`config.mk`:
```
export PLATFORM = sky130hd
export DESIGN_NAME = huff_top
export DESIGN_NICKNAME = d
export VERILOG_FILES = /design/src/logic/huff_pkg.sv /design/src/logic/sram_req_if.sv /design/src/logic/char_histogram.sv /design/src/logic/huff_sequencer.sv /design/src/logic/huff_top.sv /design/src/logic/least_value_finder.sv /design/src/logic/wishbone_manager.sv
export SDC_FILE = /design/constraint.sdc
export NUM_CORES = 1
export LEC_CHECK = 0
export ABC_AREA = 1
export ABC_CLOCK_PERIOD_IN_PS = 8300
export BUFFER_PORTS_ARGS = -buffer_cell sky130_fd_sc_hd__buf_2
export CAP_MARGIN = 20
export CORE_MARGIN = 2
export CORE_UTILIZATION = 46
export CTS_CLUSTER_DIAMETER = 200
export DETAILED_ROUTE_END_ITERATION = 16
export PLACE_DENSITY = 0.71
export SLEW_MARGIN = 40
export SYNTH_ARGS = -nofsm -noshare
export SYNTH_HDL_FRONTEND = slang
export SYNTH_SLANG_ARGS = --single-unit
```
`constraint.sdc`:
```
create_clock -name hwclk -period 8.3 [get_ports hwclk]
set_clock_uncertainty 0.15 [all_clocks]
set_input_delay 1.66 -clock hwclk [delete_from_list [all_inputs] [get_ports hwclk]]
set_output_delay 1.66 -clock hwclk [all_outputs]
set_load 0.02 [all_outputs]
```
`src/logic/huff_pkg.sv`:
```
package huff_pkg;

  // character and table geometry
  localparam int char_w     = 7;
  localparam int alphabet_n = 128;

  // one table count fills one SRAM word
  localparam int count_w = 32;

  // end-of-file code, ends the count and is never counted
  localparam logic [char_w-1:0] eof_char = 7'h1A;

  // subsystem phases, in the order they run after reset
  typedef enum logic [1:0] {
    phase_clear,
    phase_count,
    phase_scan,
    phase_done
  } huff_phase_t;

endpackage

```
`src/logic/sram_req_if.sv`:
```
`timescale 1ns/1ps

// single-word SRAM request channel
interface sram_req_if;

  logic        req;
  logic        we;
  logic [31:0] addr;
  logic [31:0] wdata;
  logic [31:0] rdata;
  logic        done;

  // requester side
  modport client (
    output req, we, addr, wdata,
    input  rdata, done
  );

  // servicing side
  modport manager (
    input  req, we, addr, wdata,
    output rdata, done
  );

endinterface

```
`src/logic/char_histogram.sv`:
```
`timescale 1ns/1ps

module char_histogram
  import huff_pkg::*;
#(
  parameter logic [31:0] base_addr = 32'h0000_0000
) (
  input  logic               hwclk,
  input  logic               reset,
  input  huff_phase_t        phase_i,
  input  logic               char_valid_i,
  input  logic [char_w-1:0]  char_i,
  output logic               char_ready_o,
  output logic               clear_done_o,
  output logic               count_done_o,
  output logic [count_w-1:0] total_o,
  sram_req_if.client         bus
);

  typedef enum logic [2:0] {
    st_clr_wr,
    st_clr_gap,
    st_idle,
    st_read,
    st_rd_gap,
    st_write,
    st_finished
  } state_t;

  state_t             state;
  // clear index during the wipe, latched character afterwards
  logic [char_w-1:0]  entry_q;
  logic [count_w-1:0] cnt_q;
  logic               accept;

  assign char_ready_o = (phase_i == phase_count) && (state == st_idle);
  assign accept       = char_valid_i && char_ready_o;

  // gap states keep req low for a cycle after each done
  assign bus.req   = (state == st_clr_wr) || (state == st_read) || (state == st_write);
  assign bus.we    = (state == st_clr_wr) || (state == st_write);
  assign bus.addr  = base_addr + (32'(entry_q) << 2);
  assign bus.wdata = (state == st_write) ? cnt_q : '0;

  always_ff @(posedge hwclk, posedge reset) begin
    if (reset) begin
      state        <= st_clr_wr;
      entry_q      <= '0;
      total_o      <= '0;
      clear_done_o <= 1'b0;
      count_done_o <= 1'b0;
    end else begin
      clear_done_o <= 1'b0;
      count_done_o <= 1'b0;
      case (state)
        st_clr_wr: begin
          if (bus.done) begin
            if (entry_q == char_w'(alphabet_n - 1)) begin
              clear_done_o <= 1'b1;
              state        <= st_idle;
            end else begin
              state <= st_clr_gap;
            end
          end
        end
        st_clr_gap: begin
          entry_q <= entry_q + 1'b1;
          state   <= st_clr_wr;
        end
        st_idle: begin
          if (accept) begin
            if (char_i == eof_char) begin
              count_done_o <= 1'b1;
              state        <= st_finished;
            end else begin
              entry_q <= char_i;
              state   <= st_read;
            end
          end
        end
        st_read: begin
          if (bus.done) state <= st_rd_gap;
        end
        st_rd_gap: state <= st_write;
        st_write: begin
          if (bus.done) begin
            total_o <= total_o + 1'b1;
            state   <= st_idle;
          end
        end
        default: ;
      endcase
    end
  end

  // incremented count, written back on the next request
  always_ff @(posedge hwclk) begin
    if (state == st_read && bus.done) begin
      cnt_q <= bus.rdata + 1'b1;
    end
  end

endmodule

```
`src/logic/huff_sequencer.sv`:
```
`timescale 1ns/1ps

module huff_sequencer
  import huff_pkg::*;
(
  input  logic        hwclk,
  input  logic        reset,
  input  logic        clear_done_i,
  input  logic        count_done_i,
  input  logic        scan_done_i,
  output huff_phase_t phase_o,
  output logic        done_o,
  sram_req_if.manager hist_bus,
  sram_req_if.manager scan_bus,
  sram_req_if.client  mgr_bus
);

  huff_phase_t phase_q;
  logic        hist_own;
  logic        scan_own;

  always_ff @(posedge hwclk, posedge reset) begin
    if (reset) begin
      phase_q <= phase_clear;
    end else begin
      case (phase_q)
        phase_clear: if (clear_done_i) phase_q <= phase_count;
        phase_count: if (count_done_i) phase_q <= phase_scan;
        phase_scan:  if (scan_done_i)  phase_q <= phase_done;
        default: ;
      endcase
    end
  end

  assign phase_o = phase_q;
  assign done_o  = (phase_q == phase_done);

  // bus ownership follows the phase
  assign hist_own = (phase_q == phase_clear) || (phase_q == phase_count);
  assign scan_own = (phase_q == phase_scan);

  assign mgr_bus.req   = (hist_own && hist_bus.req) || (scan_own && scan_bus.req);
  assign mgr_bus.we    = hist_own ? hist_bus.we    : scan_bus.we;
  assign mgr_bus.addr  = hist_own ? hist_bus.addr  : scan_bus.addr;
  assign mgr_bus.wdata = hist_own ? hist_bus.wdata : scan_bus.wdata;

  // read data can fan out, done only to the owner
  assign hist_bus.rdata = mgr_bus.rdata;
  assign scan_bus.rdata = mgr_bus.rdata;
  assign hist_bus.done  = hist_own && mgr_bus.done;
  assign scan_bus.done  = scan_own && mgr_bus.done;

endmodule

```
`src/logic/huff_top.sv`:
```
`timescale 1ns/1ps

module huff_top
  import huff_pkg::*;
#(
  parameter logic [31:0] base_addr = 32'h0000_0000
) (
  input  logic               hwclk,
  input  logic               reset,
  input  logic               char_valid_i,
  input  logic [char_w-1:0]  char_i,
  output logic               char_ready_o,
  output logic               done_o,
  output logic [count_w-1:0] total_o,
  output logic [char_w-1:0]  least1_char_o,
  output logic [count_w-1:0] least1_count_o,
  output logic [char_w-1:0]  least2_char_o,
  output logic [count_w-1:0] least2_count_o,
  output logic               wbs_stb_o,
  output logic               wbs_cyc_o,
  output logic               wbs_we_o,
  output logic [3:0]         wbs_sel_o,
  output logic [31:0]        wbs_adr_o,
  output logic [31:0]        wbs_dat_o,
  input  logic               wbs_ack_i,
  input  logic [31:0]        wbs_dat_i
);

  huff_phase_t phase;
  logic        clear_done;
  logic        count_done;
  logic        scan_done;

  sram_req_if hist_bus ();
  sram_req_if scan_bus ();
  sram_req_if mgr_bus ();

  char_histogram #(
    .base_addr(base_addr)
  ) u_hist (
    .hwclk       (hwclk),
    .reset       (reset),
    .phase_i     (phase),
    .char_valid_i(char_valid_i),
    .char_i      (char_i),
    .char_ready_o(char_ready_o),
    .clear_done_o(clear_done),
    .count_done_o(count_done),
    .total_o     (total_o),
    .bus         (hist_bus.client)
  );

  least_value_finder #(
    .base_addr(base_addr)
  ) u_flv (
    .hwclk         (hwclk),
    .reset         (reset),
    .phase_i       (phase),
    .scan_done_o   (scan_done),
    .least1_char_o (least1_char_o),
    .least2_char_o (least2_char_o),
    .least1_count_o(least1_count_o),
    .least2_count_o(least2_count_o),
    .bus           (scan_bus.client)
  );

  huff_sequencer u_seq (
    .hwclk       (hwclk),
    .reset       (reset),
    .clear_done_i(clear_done),
    .count_done_i(count_done),
    .scan_done_i (scan_done),
    .phase_o     (phase),
    .done_o      (done_o),
    .hist_bus    (hist_bus.manager),
    .scan_bus    (scan_bus.manager),
    .mgr_bus     (mgr_bus.client)
  );

  wishbone_manager u_wb (
    .hwclk    (hwclk),
    .reset    (reset),
    .bus      (mgr_bus.manager),
    .wbs_stb_o(wbs_stb_o),
    .wbs_cyc_o(wbs_cyc_o),
    .wbs_we_o (wbs_we_o),
    .wbs_sel_o(wbs_sel_o),
    .wbs_adr_o(wbs_adr_o),
    .wbs_dat_o(wbs_dat_o),
    .wbs_ack_i(wbs_ack_i),
    .wbs_dat_i(wbs_dat_i)
  );

endmodule

```
`src/logic/least_value_finder.sv`:
```
`timescale 1ns/1ps

module least_value_finder
  import huff_pkg::*;
#(
  parameter logic [31:0] base_addr = 32'h0000_0000
) (
  input  logic               hwclk,
  input  logic               reset,
  input  huff_phase_t        phase_i,
  output logic               scan_done_o,
  output logic [char_w-1:0]  least1_char_o,
  output logic [char_w-1:0]  least2_char_o,
  output logic [count_w-1:0] least1_count_o,
  output logic [count_w-1:0] least2_count_o,
  sram_req_if.client         bus
);

  typedef enum logic [1:0] {
    st_wait,
    st_read,
    st_gap,
    st_finished
  } state_t;

  state_t            state;
  logic [char_w-1:0] idx_q;
  // a result slot holds nothing until its first candidate
  logic              l1_valid;
  logic              l2_valid;
  logic              take_first;
  logic              take_second;

  assign bus.req   = (state == st_read);
  assign bus.we    = 1'b0;
  assign bus.addr  = base_addr + (32'(idx_q) << 2);
  assign bus.wdata = '0;

  // strict compares, so a tie keeps the lower code
  assign take_first  = (bus.rdata != '0) && (!l1_valid || bus.rdata < least1_count_o);
  assign take_second = (bus.rdata != '0) && !take_first &&
                       (!l2_valid || bus.rdata < least2_count_o);

  always_ff @(posedge hwclk, posedge reset) begin
    if (reset) begin
      state          <= st_wait;
      idx_q          <= '0;
      scan_done_o    <= 1'b0;
      l1_valid       <= 1'b0;
      l2_valid       <= 1'b0;
      least1_char_o  <= '0;
      least2_char_o  <= '0;
      least1_count_o <= '0;
      least2_count_o <= '0;
    end else begin
      scan_done_o <= 1'b0;
      case (state)
        st_wait: begin
          if (phase_i == phase_scan) state <= st_read;
        end
        st_read: begin
          if (bus.done) begin
            if (take_first) begin
              // old first result slides down
              least2_char_o  <= least1_char_o;
              least2_count_o <= least1_count_o;
              l2_valid       <= l1_valid;
              least1_char_o  <= idx_q;
              least1_count_o <= bus.rdata;
              l1_valid       <= 1'b1;
            end else if (take_second) begin
              least2_char_o  <= idx_q;
              least2_count_o <= bus.rdata;
              l2_valid       <= 1'b1;
            end
            if (idx_q == char_w'(alphabet_n - 1)) begin
              scan_done_o <= 1'b1;
              state       <= st_finished;
            end else begin
              state <= st_gap;
            end
          end
        end
        st_gap: begin
          idx_q <= idx_q + 1'b1;
          state <= st_read;
        end
        default: ;
      endcase
    end
  end

endmodule

```
`src/logic/wishbone_manager.sv`:
```
`timescale 1ns/1ps

module wishbone_manager (
  input  logic        hwclk,
  input  logic        reset,
  sram_req_if.manager bus,
  output logic        wbs_stb_o,
  output logic        wbs_cyc_o,
  output logic        wbs_we_o,
  output logic [3:0]  wbs_sel_o,
  output logic [31:0] wbs_adr_o,
  output logic [31:0] wbs_dat_o,
  input  logic        wbs_ack_i,
  input  logic [31:0] wbs_dat_i
);

  typedef enum logic {
    st_idle,
    st_active
  } state_t;

  state_t      state;
  logic        done_q;
  logic [31:0] rdata_q;
  logic        start;
  logic        finish;

  // full-word transfers only
  assign wbs_sel_o = 4'hf;

  assign bus.done  = done_q;
  assign bus.rdata = rdata_q;

  // req is still high in the done cycle, so ignore it there
  assign start  = (state == st_idle) && bus.req && !done_q;
  assign finish = (state == st_active) && wbs_ack_i;

  always_ff @(posedge hwclk, posedge reset) begin
    if (reset) begin
      state     <= st_idle;
      wbs_stb_o <= 1'b0;
      wbs_cyc_o <= 1'b0;
      wbs_we_o  <= 1'b0;
      done_q    <= 1'b0;
    end else begin
      done_q <= 1'b0;
      if (start) begin
        wbs_stb_o <= 1'b1;
        wbs_cyc_o <= 1'b1;
        wbs_we_o  <= bus.we;
        state     <= st_active;
      end else if (finish) begin
        wbs_stb_o <= 1'b0;
        wbs_cyc_o <= 1'b0;
        wbs_we_o  <= 1'b0;
        done_q    <= 1'b1;
        state     <= st_idle;
      end
    end
  end

  // address and data held for the whole cycle
  always_ff @(posedge hwclk) begin
    if (start) begin
      wbs_adr_o <= bus.addr;
      wbs_dat_o <= bus.wdata;
    end
    if (finish) begin
      rdata_q <= wbs_dat_i;
    end
  end

endmodule

```
==> impl_metrics.env <==
export IMPL_status="finished, final reports clean"
export IMPL_synth_edf_count=103
export IMPL_ctsResizeCount=0
export IMPL_antenna_cells=0
export IMPL_slowest_stage="dfrtp_1"
export IMPL_drcViolationCount=0
export IMPL_cp_required_ns=6.49
export IMPL_htree_levels=1
export IMPL_syn_avg_cell_area_um2=8.91
export IMPL_yosys_top_cells_count="nand2_1, inv_1, dfrtp_1, edfxtp_1, nor2_1"
export IMPL_critical_path_buf_inv_count=1
export IMPL_startpoint_type="flip-flop"
export IMPL_rows=61
export IMPL_post_drt_wl_per_cell_um=15.7
export IMPL_drv_slew=0
export IMPL_place_gp_congestion=0.920
export IMPL_fin_tns_setup_ns=0
export IMPL_path_max_fanout=14
export IMPL_grt_overflow=0
export IMPL_rrSetupSlack_ns=5.05
export IMPL_start_util_pct=46.4
export IMPL_r2r_end="u_flv.least1_count_o[12]$_DFFE_PP0P_"
export IMPL_synthFlopType="dfrtp_1"
export IMPL_power_leakage_nw=7.23
export IMPL_io_buffers=196
export IMPL_async_flop_share_pct=57.4
export IMPL_area_growth_pct=16.1
export IMPL_hp_class="reg2reg"
export IMPL_postSynthRegisterBits=242
export IMPL_cap_violations=0
export IMPL_hp_start="u_hist.total_o[31]$_DFFE_PP0P_"
export IMPL_slowest_delay_ns=0.42
export IMPL_slew_headroom_pct=53.0
export IMPL_min_delay_worst_endpoint="u_hist.total_o[31]$_DFFE_PP0P_"
export IMPL_grt_max_degree=80
export IMPL_drive_gt1_share_pct=17.9
export IMPL_fmax_mhz=273
export IMPL_postRouteWirelength_um=32000
export IMPL_die_h_um=171
export IMPL_worstMarginPinSlew_ns=0.706
export IMPL_r2r_start="u_wb.bus.rdata[13]$_DFFE_PP_"
export IMPL_cp_top_family="simple AND/OR/NAND/NOR gates"
export IMPL_nFillCells=2550
export IMPL_rsz0062_at_grt="no"
export IMPL_worstHoldPathCells=1
export IMPL_grt_pass1_vias=9715
export IMPL_synth_yosys_seq_area_share_pct=51.2
export IMPL_crit_type="reg2out"
export IMPL_clk_latency_ns=0.54
export IMPL_critPathMostFrequentCell="nor2_1"
export IMPL_cts_buffer_depth=3
export IMPL_grt_usage_pct=21.8
export IMPL_layout_min_cycle_time_ns=3.66
export IMPL_antenna_found_initial=0
export IMPL_hold_violations=0
export IMPL_setup_worst_path_end_class="output pin"
export IMPL_yosysUniqueCellTypes=44
export IMPL_cts_tree="done"
export IMPL_synthCells=1441
export IMPL_yosys_area_top_type_share_pct=27.1
export IMPL_reg2reg_depth=12
export IMPL_cp_arrival_ns=1.85
export IMPL_finalSetupViolCount=0
export IMPL_layout_nets=1751
export IMPL_vias_per_cell=4.99
export IMPL_path_clk_slew_ns=0.06
export IMPL_drt_pass1_iter_count=5
export IMPL_crit_chain="nor2_1, nand2_1, nor2_1, buf_2"
export IMPL_drt_iter0_drc=698
export IMPL_numCtsBuffers=27
export IMPL_die_x_um=171
export IMPL_synth_top_area_cell="dfrtp_1"
export IMPL_ir_drop_mv=0.143
export IMPL_final_core_util_pct=53.9
export IMPL_final_period_utilization_pct=44.1
export IMPL_post_cts_setup_buffers=0
export IMPL_ant_nets=0
export IMPL_cts_root_buffer_cell="clkbuf_16"
export IMPL_synth_area_top_cells="dfrtp_1, edfxtp_1, nand2_1"
export IMPL_postCtsHoldBufs=0
export IMPL_die_area_um2=29200
export IMPL_p_per_area_nw_per_um2=164
export IMPL_vias=10200
export IMPL_coreArea_um2=27600
export IMPL_clock_sinks=242
export IMPL_grt_pass1_wl_um=50700
export IMPL_synth_cell_area_um2=12800
export IMPL_yosys_warnings=0
export IMPL_io_pins=226
export IMPL_dpl_hpwl_um=23100
export IMPL_synth_most_common_cell="nand2_1"
## worst reg2reg max path, cell delays in order (launching register included)
cell and delay (ns):
edfxtp_1 0.58, ha_1 0.38, nand2_1 0.06, inv_1 0.03, o21ai_0 0.13, nand2_1 0.07
a21oi_1 0.11, nand2_1 0.10, nand2_1 0.06, nand2_1 0.08, nand2_4 0.45, nand2_4 0.53
o21ai_0 0.41
## layout by cell type, fill, tap and decap left out, types with 3 or more instances in the layout
cell,count
nor3b_1,3
dfrtp_1,139
clkinv_2,9
ha_1,72
nor3_2,4
buf_4,6
nand2_4,4
nor4_1,16
xnor2_1,6
inv_1,200
conb_1,29
a21oi_1,34
nand3_1,67
nand2_2,5
nor3_1,28
edfxtp_1,103
nand2_1,388
nand3_2,3
xor2_1,57
o211ai_1,5
and3_1,4
nor4_2,3
nor3_4,3
clkinvlp_4,3
nor2_1,90
buf_2,196
o21ai_0,54
nand4_1,33
o21ai_1,16
clkbuf_16,27
clkbuf_1,4
nor2_2,10
inv_2,9
## worst max path at each step
stage	from	to	cells after the start
after global routing	u_hist.state[2]$_DFFE_PP0P_	char_ready_o	4
final	u_hist.state[2]$_DFFE_PP0P_	char_ready_o	4
after CTS	u_hist.state[2]$_DFFE_PP0P_	char_ready_o	4
after detailed placement	char_i[3]	u_hist.entry_q[2]$_DFFE_PP0P_	8
after global placement	u_wb.bus.rdata[5]$_DFFE_PP_	u_flv.least1_count_o[19]$_DFFE_PP0P_	12
after floorplan	reset	u_flv.idx_q[0]$_DFFE_PP0N_	1
## sequential cells by signal (all words and copies together) (netlist names), 32 cells and up
register / count
u_wb.wbs_dat_o: 32
u_wb.bus.rdata: 32
u_flv.least2_count_o: 32
u_flv.least1_count_o: 32
u_hist.cnt_q: 32
u_hist.total_o: 32
## cell type report
cell class                 instances  area [um2]  share of cell area [%]
clock buffer                      33         718                    4.82
clock inverter                    16        92.6                   0.621
inverter                         210         793                    5.32
multi-input combinational        950        5170                    34.7
sequential                       242        6570                    44.1
tap                              378         473                    3.17
timing repair buffer             205        1080                    7.22
## cell families after synthesis
family                     Yosys count  synth area share (%)
buffers and inverters              276                  9.51
xor gates and xnor gates            63                  4.30
other                                2                0.0585
DFF                                242                  51.2
and+or+nand+nor                    667                  23.0
AOI/OAI and AO/OA                  119                  4.92
adders and majority gates           72                  7.02
## metrics by stage
stage               std cells  worst slack (ns)  cell area (um2)  total power [W]  hold WS (ns)
floorplan                1468              2.77            12900          0.00135         0.303
global placement         1983              4.83            14000          0.00137         0.300
detailed placement       1983              4.83            14000          0.00137         0.302
CTS                      2032              4.62            14800          0.00247         0.314
global route             2034              4.48            14900          0.00254         0.329
finish                   2034              4.64            14900          0.00245         0.309
## power breakdown
group | leakage, nW | internal (W) | switching [W]
Combinational | 4.06 | 0.0000246 | 0.0000608
Sequential | 2.77 | 0.00125 | 0.0000125
Clock | 0.399 | 0.000615 | 0.000482
Total | 7.23 | 0.00189 | 0.000555
## per-layer routing
metal / part of all wire, % / vias to the layer above / global-route usage (%)
met2: 44 / 359 / 34.6
met4: 2.9 / 0 / 6.85
met1: 46 / 4731 / 30.8
met3: 7.1 / 59 / 3.40
li1: - / 5008 / -
met5: 0 / - / 0
No activity file was read; power rests on OpenSTA's default activity.
